===== config.mk =====
export PLATFORM = sky130hd
export DESIGN_NAME = video_top
export DESIGN_NICKNAME = d
export VERILOG_FILES = /design/src/logic/video_pkg.sv /design/src/logic/video_ports.sv /design/src/logic/video_sync.sv /design/src/logic/video_fetch.sv /design/src/logic/video_dpram.sv /design/src/logic/video_render.sv /design/src/logic/video_out.sv /design/src/logic/video_top.sv
export SDC_FILE = /design/constraint.sdc
export NUM_CORES = 2
export LEC_CHECK = 0
export ABC_CLOCK_PERIOD_IN_PS = 4950
export BUFFER_PORTS_ARGS = -buffer_cell sky130_fd_sc_hd__buf_4
export CAP_MARGIN = 10
export CORE_MARGIN = 2
export CORE_UTILIZATION = 40
export CTS_CLUSTER_DIAMETER = 60
export CTS_CLUSTER_SIZE = 16
export DETAILED_ROUTE_END_ITERATION = 10
export SKIP_LAST_GASP = 1
export SLEW_MARGIN = 20
export SYNTH_ARGS = -nofsm -noshare
export SYNTH_HDL_FRONTEND = slang
export SYNTH_HIERARCHICAL = 1
export SYNTH_SLANG_ARGS = --single-unit

===== constraint.sdc =====
create_clock -name clk -period 4.95 [get_ports clk]
set_input_delay 1.485 -clock clk [delete_from_list [all_inputs] [get_ports clk]]
set_output_delay 1.485 -clock clk [all_outputs]
set_load 0.005 [all_outputs]

===== src/logic/video_pkg.sv =====
`default_nettype none

package video_pkg;

	// four 4-bit pixels, leftmost pixel in the top nibble
	typedef logic [15:0] word_t;

	// rgb555
	typedef logic [14:0] color_t;

	typedef logic [7:0] pix_idx_t;
	typedef logic [20:0] dram_addr_t;
	typedef logic [2:0] reg_addr_t;

	// port register map
	localparam reg_addr_t reg_border    = 3'd0;
	localparam reg_addr_t reg_vpage     = 3'd1;
	localparam reg_addr_t reg_palsel    = 3'd2;
	localparam reg_addr_t reg_gy_offsl  = 3'd3;
	localparam reg_addr_t reg_gy_offsh  = 3'd4;
	localparam reg_addr_t reg_hint_beg  = 3'd5;
	localparam reg_addr_t reg_vint_begl = 3'd6;
	localparam reg_addr_t reg_vint_begh = 3'd7;

	// words per row in a video page
	localparam int row_words_log2 = 6;

endpackage

`default_nettype wire


===== src/logic/video_ports.sv =====
`default_nettype none

module video_ports (
	input wire logic clk,
	input wire logic rst_n,
	input wire logic port_wr,
	input wire video_pkg::reg_addr_t port_addr,
	input wire logic [7:0] port_data,
	output video_pkg::pix_idx_t border,
	output logic [7:0] vpage,
	output logic [3:0] palsel,
	output logic [8:0] gy_offs,
	output logic [7:0] hint_beg,
	output logic [8:0] vint_beg
);

	import video_pkg::*;

	always_ff @(posedge clk) begin
		if (!rst_n) begin
			border <= '0;
			vpage <= '0;
			palsel <= '0;
			gy_offs <= '0;
			hint_beg <= '0;
			vint_beg <= '0;
		end else if (port_wr) begin
			case (port_addr)
				reg_border: border <= port_data;
				reg_vpage: vpage <= port_data;
				reg_palsel: palsel <= port_data[3:0];
				// 9-bit values come in two writes
				reg_gy_offsl: gy_offs[7:0] <= port_data;
				reg_gy_offsh: gy_offs[8] <= port_data[0];
				reg_hint_beg: hint_beg <= port_data;
				reg_vint_begl: vint_beg[7:0] <= port_data;
				reg_vint_begh: vint_beg[8] <= port_data[0];
				default: ;
			endcase
		end
	end

endmodule

`default_nettype wire


===== src/logic/video_sync.sv =====
`default_nettype none

module video_sync #(
	parameter int h_active = 32,
	parameter int h_total = 48,
	parameter int hsync_beg = 36,
	parameter int hsync_len = 4,
	parameter int v_active = 8,
	parameter int v_total = 12,
	parameter int vsync_beg = 9,
	parameter int vsync_len = 2
) (
	input wire logic clk,
	input wire logic rst_n,
	input wire logic [7:0] hint_beg,
	input wire logic [8:0] vint_beg,
	output logic [5:0] hcount,
	output logic [3:0] vcount,
	output logic active,
	output logic line_start,
	output logic hsync,
	output logic vsync,
	output logic int_start
);

	logic [5:0] h_nxt;
	logic [3:0] v_nxt;

	// position after the coming edge
	always_comb begin
		if (hcount == 6'(h_total - 1)) begin
			h_nxt = '0;
			v_nxt = (vcount == 4'(v_total - 1)) ? 4'd0 : vcount + 4'd1;
		end else begin
			h_nxt = hcount + 6'd1;
			v_nxt = vcount;
		end
	end

	// flags come from the next position so they sit with the counters
	always_ff @(posedge clk) begin
		if (!rst_n) begin
			// parked on the last position, first edge out of reset wraps to 0,0
			hcount <= 6'(h_total - 1);
			vcount <= 4'(v_total - 1);
			active <= 1'b0;
			line_start <= 1'b0;
			hsync <= 1'b1;
			vsync <= 1'b1;
			int_start <= 1'b0;
		end else begin
			hcount <= h_nxt;
			vcount <= v_nxt;
			active <= (int'(h_nxt) < h_active) && (int'(v_nxt) < v_active);
			line_start <= (h_nxt == 6'd0);
			hsync <= !((int'(h_nxt) >= hsync_beg) && (int'(h_nxt) < hsync_beg + hsync_len));
			vsync <= !((int'(v_nxt) >= vsync_beg) && (int'(v_nxt) < vsync_beg + vsync_len));
			int_start <= ({2'b00, h_nxt} == hint_beg) && ({5'd0, v_nxt} == vint_beg);
		end
	end

endmodule

`default_nettype wire


===== src/logic/video_fetch.sv =====
`default_nettype none

module video_fetch #(
	parameter int h_active = 32,
	parameter int v_active = 8,
	parameter int v_total = 12
) (
	input wire logic clk,
	input wire logic rst_n,
	input wire logic line_start,
	input wire logic [3:0] vcount,
	input wire logic [7:0] vpage,
	input wire logic [8:0] gy_offs,
	output video_pkg::dram_addr_t video_addr,
	output logic video_go,
	input wire logic video_next,
	input wire video_pkg::word_t dram_rdata,
	output logic [3:0] lb_waddr,
	output video_pkg::word_t lb_wdata,
	output logic lb_we
);

	import video_pkg::*;

	localparam int words = h_active / 4;
	localparam int word_bits = $clog2(words);

	typedef enum logic {
		fs_idle,
		fs_read
	} fstate_t;

	fstate_t state;
	logic [row_words_log2-1:0] k;
	logic [3:0] nxt;
	logic [5:0] page_q;
	logic [8:0] row_q;
	logic bank_q;

	// line that follows the current one
	assign nxt = (vcount == 4'(v_total - 1)) ? 4'd0 : vcount + 4'd1;

	assign video_go = (state == fs_read);
	assign video_addr = {page_q, row_q, k};

	// returned word goes straight into the back bank
	assign lb_we = video_go && video_next;
	assign lb_waddr = 4'({bank_q, k[word_bits-1:0]});
	assign lb_wdata = dram_rdata;

	always_ff @(posedge clk) begin
		if (!rst_n) begin
			state <= fs_idle;
			k <= '0;
		end else if (line_start) begin
			// new line drops whatever was left of the old one
			k <= '0;
			state <= (int'(nxt) < v_active) ? fs_read : fs_idle;
		end else if (video_go && video_next) begin
			if (k == row_words_log2'(words - 1))
				state <= fs_idle;
			else
				k <= k + 1'b1;
		end
	end

	always_ff @(posedge clk) begin
		if (line_start) begin
			page_q <= vpage[5:0];
			row_q <= gy_offs + 9'(nxt);
			bank_q <= nxt[0];
		end
	end

endmodule

`default_nettype wire


===== src/logic/video_dpram.sv =====
`default_nettype none

module video_dpram #(
	parameter type payload_t = logic [15:0],
	parameter int addr_width = 4
) (
	input wire logic clk,
	input wire logic we,
	input wire logic [addr_width-1:0] waddr,
	input wire payload_t wdata,
	input wire logic [addr_width-1:0] raddr,
	output payload_t rdata
);

	payload_t mem [2**addr_width];

	always_ff @(posedge clk) begin
		if (we)
			mem[waddr] <= wdata;
		rdata <= mem[raddr];
	end

endmodule

`default_nettype wire


===== src/logic/video_render.sv =====
`default_nettype none

module video_render #(
	parameter int h_active = 32
) (
	input wire logic clk,
	input wire logic rst_n,
	input wire logic [5:0] hcount,
	input wire logic [3:0] vcount,
	input wire logic active,
	input wire logic line_start,
	input wire video_pkg::pix_idx_t border,
	input wire logic [3:0] palsel,
	output logic [3:0] lb_raddr,
	input wire video_pkg::word_t lb_rdata,
	output video_pkg::pix_idx_t pix_idx
);

	import video_pkg::*;

	localparam int word_bits = $clog2(h_active / 4);

	logic [3:0] palsel_q;
	logic act_d;
	logic [1:0] nib_sel;
	pix_idx_t border_d;
	logic [3:0] nibble;

	// front bank is the one matching the displayed line
	assign lb_raddr = 4'({vcount[0], hcount[word_bits+1:2]});

	always_comb begin
		case (nib_sel)
			2'd0: nibble = lb_rdata[15:12];
			2'd1: nibble = lb_rdata[11:8];
			2'd2: nibble = lb_rdata[7:4];
			default: nibble = lb_rdata[3:0];
		endcase
	end

	// one stage to line up with the ram read
	always_ff @(posedge clk) begin
		nib_sel <= hcount[1:0];
		border_d <= border;
	end

	always_ff @(posedge clk) begin
		if (!rst_n) begin
			palsel_q <= '0;
			act_d <= 1'b0;
			pix_idx <= '0;
		end else begin
			if (line_start)
				palsel_q <= palsel;
			act_d <= active;
			pix_idx <= act_d ? {palsel_q, nibble} : border_d;
		end
	end

endmodule

`default_nettype wire


===== src/logic/video_out.sv =====
`default_nettype none

module video_out (
	input wire logic clk,
	input wire logic rst_n,
	input wire video_pkg::pix_idx_t pix_idx,
	input wire logic hsync_in,
	input wire logic vsync_in,
	output video_pkg::pix_idx_t cram_raddr,
	input wire video_pkg::color_t cram_rdata,
	output logic [1:0] vred,
	output logic [1:0] vgrn,
	output logic [1:0] vblu,
	output logic hsync,
	output logic vsync
);

	logic [3:0] hs_d;
	logic [3:0] vs_d;
	logic [3:0] vld_d;
	logic show;

	assign cram_raddr = pix_idx;

	// syncs ride along with the render and palette stages
	assign hsync = hs_d[3];
	assign vsync = vs_d[3];

	// the warm-up bit trails the sync taps by one, so the first
	// counter cycle is the first one that reaches the dac
	assign show = vld_d[3] && hs_d[2] && vs_d[2];

	always_ff @(posedge clk) begin
		if (!rst_n) begin
			hs_d <= '1;
			vs_d <= '1;
			vld_d <= '0;
			vred <= '0;
			vgrn <= '0;
			vblu <= '0;
		end else begin
			hs_d <= {hs_d[2:0], hsync_in};
			vs_d <= {vs_d[2:0], vsync_in};
			vld_d <= {vld_d[2:0], 1'b1};
			vred <= show ? cram_rdata[14:13] : 2'b00;
			vgrn <= show ? cram_rdata[9:8] : 2'b00;
			vblu <= show ? cram_rdata[4:3] : 2'b00;
		end
	end

endmodule

`default_nettype wire


===== src/logic/video_top.sv =====
`default_nettype none

module video_top #(
	parameter int h_active = 32,
	parameter int h_total = 48,
	parameter int hsync_beg = 36,
	parameter int hsync_len = 4,
	parameter int v_active = 8,
	parameter int v_total = 12,
	parameter int vsync_beg = 9,
	parameter int vsync_len = 2
) (
	input wire logic clk,
	input wire logic rst_n,

	// host side
	input wire logic port_wr,
	input wire video_pkg::reg_addr_t port_addr,
	input wire logic [7:0] port_data,
	input wire logic cram_we,
	input wire video_pkg::pix_idx_t cram_addr,
	input wire video_pkg::color_t cram_data,

	// dram
	output video_pkg::dram_addr_t video_addr,
	output logic video_go,
	input wire logic video_next,
	input wire video_pkg::word_t dram_rdata,

	// dac and syncs
	output logic [1:0] vred,
	output logic [1:0] vgrn,
	output logic [1:0] vblu,
	output logic hsync,
	output logic vsync,
	output logic int_start
);

	import video_pkg::*;

	pix_idx_t border;
	logic [7:0] vpage;
	logic [3:0] palsel;
	logic [8:0] gy_offs;
	logic [7:0] hint_beg;
	logic [8:0] vint_beg;

	logic [5:0] hcount;
	logic [3:0] vcount;
	logic active;
	logic line_start;
	logic hsync_int;
	logic vsync_int;

	logic [3:0] lb_waddr;
	logic [3:0] lb_raddr;
	word_t lb_wdata;
	word_t lb_rdata;
	logic lb_we;

	pix_idx_t pix_idx;
	pix_idx_t cram_raddr;
	color_t cram_rdata;

	video_ports video_ports (
		.clk       (clk),
		.rst_n     (rst_n),
		.port_wr   (port_wr),
		.port_addr (port_addr),
		.port_data (port_data),
		.border    (border),
		.vpage     (vpage),
		.palsel    (palsel),
		.gy_offs   (gy_offs),
		.hint_beg  (hint_beg),
		.vint_beg  (vint_beg)
	);

	video_sync #(
		.h_active  (h_active),
		.h_total   (h_total),
		.hsync_beg (hsync_beg),
		.hsync_len (hsync_len),
		.v_active  (v_active),
		.v_total   (v_total),
		.vsync_beg (vsync_beg),
		.vsync_len (vsync_len)
	) video_sync (
		.clk        (clk),
		.rst_n      (rst_n),
		.hint_beg   (hint_beg),
		.vint_beg   (vint_beg),
		.hcount     (hcount),
		.vcount     (vcount),
		.active     (active),
		.line_start (line_start),
		.hsync      (hsync_int),
		.vsync      (vsync_int),
		.int_start  (int_start)
	);

	video_fetch #(
		.h_active (h_active),
		.v_active (v_active),
		.v_total  (v_total)
	) video_fetch (
		.clk        (clk),
		.rst_n      (rst_n),
		.line_start (line_start),
		.vcount     (vcount),
		.vpage      (vpage),
		.gy_offs    (gy_offs),
		.video_addr (video_addr),
		.video_go   (video_go),
		.video_next (video_next),
		.dram_rdata (dram_rdata),
		.lb_waddr   (lb_waddr),
		.lb_wdata   (lb_wdata),
		.lb_we      (lb_we)
	);

	// ping-pong line buffer, bank in the top address bit
	video_dpram #(
		.payload_t  (word_t),
		.addr_width (4)
	) video_linebuf (
		.clk   (clk),
		.we    (lb_we),
		.waddr (lb_waddr),
		.wdata (lb_wdata),
		.raddr (lb_raddr),
		.rdata (lb_rdata)
	);

	video_render #(
		.h_active (h_active)
	) video_render (
		.clk        (clk),
		.rst_n      (rst_n),
		.hcount     (hcount),
		.vcount     (vcount),
		.active     (active),
		.line_start (line_start),
		.border     (border),
		.palsel     (palsel),
		.lb_raddr   (lb_raddr),
		.lb_rdata   (lb_rdata),
		.pix_idx    (pix_idx)
	);

	video_dpram #(
		.payload_t  (color_t),
		.addr_width (8)
	) video_cram (
		.clk   (clk),
		.we    (cram_we),
		.waddr (cram_addr),
		.wdata (cram_data),
		.raddr (cram_raddr),
		.rdata (cram_rdata)
	);

	video_out video_out (
		.clk        (clk),
		.rst_n      (rst_n),
		.pix_idx    (pix_idx),
		.hsync_in   (hsync_int),
		.vsync_in   (vsync_int),
		.cram_raddr (cram_raddr),
		.cram_rdata (cram_rdata),
		.vred       (vred),
		.vgrn       (vgrn),
		.vblu       (vblu),
		.hsync      (hsync),
		.vsync      (vsync)
	);

endmodule

`default_nettype wire


Word level (Yosys, flattened, before mapping)
Memory sizes are Yosys's and may differ from the RTL's. A register that Yosys moved wholly into a read port is not among the register bits. Cells that the tools add are included. Widths: inputs -> output; s select.

Register bits: 123. RAM bits: 4096. Input bits: 55. Output and inout bits: 31. Logic and storage cells: 101. Memories: 2.

Memories: video_cram.mem (depth 256, bits a word 15, read ports 1, clocked after Yosys merged registers in 1, wr ports 1, line video_dpram.sv:15) `payload_t mem [2**addr_width];`; video_linebuf.mem (depth 16, bits a word 16, read ports 1, clocked after Yosys merged registers in 1, wr ports 1, line video_dpram.sv:15).

Add/subtract/negate cells: 4. $lt $le $gt $ge: 7. Equality and inequality tests: 14. Mux-type cells: 14. Bitwise logic cells: 2. Reduce and logical (&&, ||, !) cells: 26.

Operators with widths (number): $reduce_and 2->1 (11); $add 6x1->6 const B (2); $eq 3x3->1 const B (4); $lt 4x4->1 const B (3); $lt 6x6->1 const B (2); $pmux 4 s3 (1); $add 9x4->9 (1); $eq 4x9->1 (1); $mux 1 (9); $eq 6x8->1 (1); $mux 4 (2); $mux 8 (1); $logic_and 1x1->1 (7); $eq 3x2->1 const B (2); $eq 6x3->1 const B (1); $eq 6x6->1 const B (1); $ge 6x6->1 const B (1); $logic_not 6->1 (1); $mux 6 (1); $add 4x1->4 const B (1); $eq 4x4->1 const B (1); $ge 4x4->1 const B (1); $reduce_bool 2->1 (2); $eq 3x1->1 const B (1); 7 further kinds (9).

Logic depth before layout (Yosys ltp)
Word-level depth: 6. Gate-level depth with buffers: 13. Mapped depth without buffers: 8.

Cells and area by module
Netlist, hierarchy kept.

By module, submodules not included: video_dpram (video_cram) (times used 1, cells an instance 6708, area each 147611.6 µm², sequential area each 115610.9 µm²); video_dpram (video_linebuf) (times used 1, cells an instance 432, area each 10043.4 µm², sequential area each 8007.7 µm²); video_ports (times used 1, cells an instance 166, area each 1720.4 µm², sequential area each 920.9 µm²); video_fetch (times used 1, cells an instance 118, area each 1272.5 µm², sequential area each 620.6 µm²); video_sync (times used 1, cells an instance 105, area each 898.4 µm², sequential area each 300.3 µm²); video_render (times used 1, cells an instance 66, area each 817.0 µm², sequential area each 460.4 µm²); video_out (times used 1, cells an instance 45, area each 544.3 µm², sequential area each 360.3 µm²).

Least setup slack after synthesis
No wires, ideal clock.

Kind: input-to-reg. Start point: in video_next. End point: mem video_linebuf/mem[0][0] in the netlist's numbering, enable pin. Setup time: 0.409 ns. Data arrival time: 3.261 ns. Data required time: 4.541 ns. Setup slack: 1.280 ns. Stages on the path: 4. Buffers on the path: 0. Cells stage by stage: nand2_1 > inv_1 > or3b_2 > nor3_1.

Longest elaborated chain between the ends: 3.

RTL lines: start, declared (line video_top.sv:27) `input wire logic video_next,`; $logic_and 1x1->1 (line video_fetch.sv:47) `assign lb_we = video_go && video_next;`; named net lb_we (line video_top.sv:59) `logic lb_we;`; $mux 1 (line video_dpram.sv:18) `if (we)`; $mux 1 (not written as such) (line video_dpram.sv:19) `mem[waddr] <= wdata;`; end, declared (line video_dpram.sv:15).

The timed path passes the listed nets, and every way through them passes these cells.

==> impl_metrics.env <==
export IMPL_status="completed"
export IMPL_stdcell_area_um2=83600
export IMPL_die_area_um2=196000
export IMPL_post_route_period_util_pct=71.8
export IMPL_irDropWorstVdd_uv=311
export IMPL_hold_violations=0
export IMPL_h_tree_depth=4
export IMPL_globalplace_congestion=0.808
export IMPL_clk_latency_ns=0.79
export IMPL_worst_pin_slew_ns=1.08
export IMPL_vias_per_cell=5.63
export IMPL_coreArea_um2=190000
export IMPL_die_h_um=442
export IMPL_post_route_min_period_ns=3.55
export IMPL_cp_startpoint="video_render/pix_idx[0]$_SDFF_PN0_"
export IMPL_layout_drive_gt1_share_pct=21.3
export IMPL_dr_pass1_iters=5
export IMPL_ios=86
export IMPL_hp_start="video_ports/border[7]$_SDFFE_PN0P_"
export IMPL_synth_area_um2=76800
export IMPL_initial_core_util_pct=40.3
export IMPL_r2r_start="video_render/pix_idx[0]$_SDFF_PN0_"
export IMPL_postCtsHoldBufs=0
export IMPL_diodes=0
export IMPL_syn2layout_area_growth_pct=8.90
export IMPL_num_rows=160
export IMPL_die_w_um=442
export IMPL_cts_sinks=1937
export IMPL_cts_inserted_buffers=151
export IMPL_yosysWarnings=6
export IMPL_max_freq_mhz=281
export IMPL_grt_pass1_wl_mm=255
export IMPL_cts_buffer_depth=3
export IMPL_critPathTopFamily="compound AO/OA/AOI/OAI gates"
export IMPL_groute_usage_overall_pct=17.7
export IMPL_fin_tns_setup_ns=0
export IMPL_relSlewSlack_pct=28.0
export IMPL_post_cts_resized=0
export IMPL_placed_cell_area_um2=78900
export IMPL_worst_path_max_fanout=25
export IMPL_power_density_nw_per_um2=392
export IMPL_worstPathArrival_ns=4.22
export IMPL_grt_max_degree=145
export IMPL_critPathBufInv=3
export IMPL_rsz0062_at_grt="no"
export IMPL_start_kind="flop"
export IMPL_avgSynthCellArea_um2=18.8
export IMPL_drv_slew=0
export IMPL_io_buffers=76
export IMPL_drt_iter0_drc=4081
export IMPL_p_leak_nw=25.4
export IMPL_setup_viol=0
export IMPL_worstPathCellList="buf_12, buf_12, buf_4, mux4_2, a22oi_1, a21oi_1, a211oi_1, a21oi_1, nor3b_1"
export IMPL_routed_wl_mm=175
export IMPL_drc=0
export IMPL_synth_nets=4149
export IMPL_clk_pin_slew_ns=0.07
export IMPL_fin_hold_ws_ns=0.354
export IMPL_fin_nets=4032
export IMPL_post_cts_setup_buffers=0
export IMPL_synthCells=4085
export IMPL_ant_nets=0
export IMPL_worstHoldPathType="flop to flop"
export IMPL_grt_overflow_total=0
export IMPL_finalWorstSetupSlack_ns=1.40
export IMPL_max_cap_viol_count=0
export IMPL_critical_path_max_stage_delay_ns=0.74
export IMPL_grt_pass1_vias=36900
export IMPL_critPathSlowestCell="dfxtp_4"
export IMPL_critPathKind="flop to flop"
export IMPL_endpoint_kind="flop"
export IMPL_num_vias=37000
export IMPL_fin_util_pct=43.9
export IMPL_cp_required_ns=5.61
export IMPL_fin_skew_ns=0.0282
export IMPL_wire_per_inst_um=26.6
export IMPL_dpl_hpwl_mm=107
export IMPL_dp_slack_ns=1.13
export IMPL_cts_root_buf="clkbuf_16"
export IMPL_cts_tree="built"
export IMPL_antenna_found_initial=5
-- layout by cell type, fill, tap and decap left out, types with 8 or more instances in the layout --
cell       count
buf_4        186
clkbuf_8      11
clkinv_8       8
nand4_1       19
mux2i_1      174
mux2_2        16
a221oi_1      21
nor2_1       287
a22o_1        12
mux4_2       385
clkbuf_1      44
dfxtp_1      122
nor2b_1       29
clkbuf_16    154
mux4_1        10
and3b_1        8
a22oi_1      112
nand3b_1      13
ha_1           8
xor2_1         9
a21oi_1       80
nor3_1        19
and3_1         9
nor4_1         8
edfxtp_1    1808
nand2_1      128
inv_1          9
o22ai_1       39
buf_12        19
nor2_2        14
and2_1        15
a211oi_1      18
nand2b_1      24
o211ai_1       8
o221ai_1      34
o21ai_0       23
nand3_1       39
-- final cells by class --
type                            instances  area, um^2
Fill cell                           16200      107000
Sequential cell                      1937       56900
Multi-Input combinational cell       1656       17000
Clock buffer                          203        4090
Tap cell                             2511        3140
Timing Repair Buffer                  211        1860
Clock inverter                         48         623
Inverter                               11        41.3
-- power by group --
part | total [mW] | internal, mW | switching (mW)
sequential | 18.3 | 18.1 | 0.258
combinational | 2.55 | 1.11 | 1.44
clock | 11.9 | 6.20 | 5.72
total | 32.8 | 25.4 | 7.42
-- sequential cells by signal, indices dropped and copies added, names as in the netlist, 6 cells and up --
| name | count |
|---|---|
| video_cram/mem | 1536 |
| video_linebuf/mem | 256 |
| video_linebuf/rdata | 16 |
| video_fetch/row_q | 9 |
| video_ports/gy_offs | 9 |
| video_ports/vint_beg | 9 |
| video_ports/border | 8 |
| video_ports/hint_beg | 8 |
| video_render/border_d | 8 |
| video_render/pix_idx | 8 |
| video_cram/rdata | 6 |
| video_fetch/k | 6 |
| video_fetch/page_q | 6 |
| video_ports/vpage | 6 |
| video_sync/hcount | 6 |
-- final timing paths --
path                                       to  slack (ns)  cells past startpoint
max               video_cram/rdata[8]$_DFF_P_        1.40                      9
min          video_render/border_d[7]$_DFF_P_        0.35                      0
min reg2reg  video_render/border_d[7]$_DFF_P_        0.35                      0
max reg2reg       video_cram/rdata[8]$_DFF_P_        1.40                      9
-- stage by stage --
step / std cells / total power [mW]
floorplan: 4085 / 20.5
global placement: 6326 / 21.3
detailed placement: 6326 / 21.3
CTS: 6577 / 33.1
global route: 6577 / 33.9
finish: 6577 / 32.8
-- routing by layer --
metal,track usage (%),up-vias,wire length (um)
met3,3.18,216,12400
met5,0,-,29
met2,28.8,1223,85300
li1,-,15900,-
met1,24.9,19600,74400
met4,3.89,6,3020
Power figures use the tool's default switching activity.
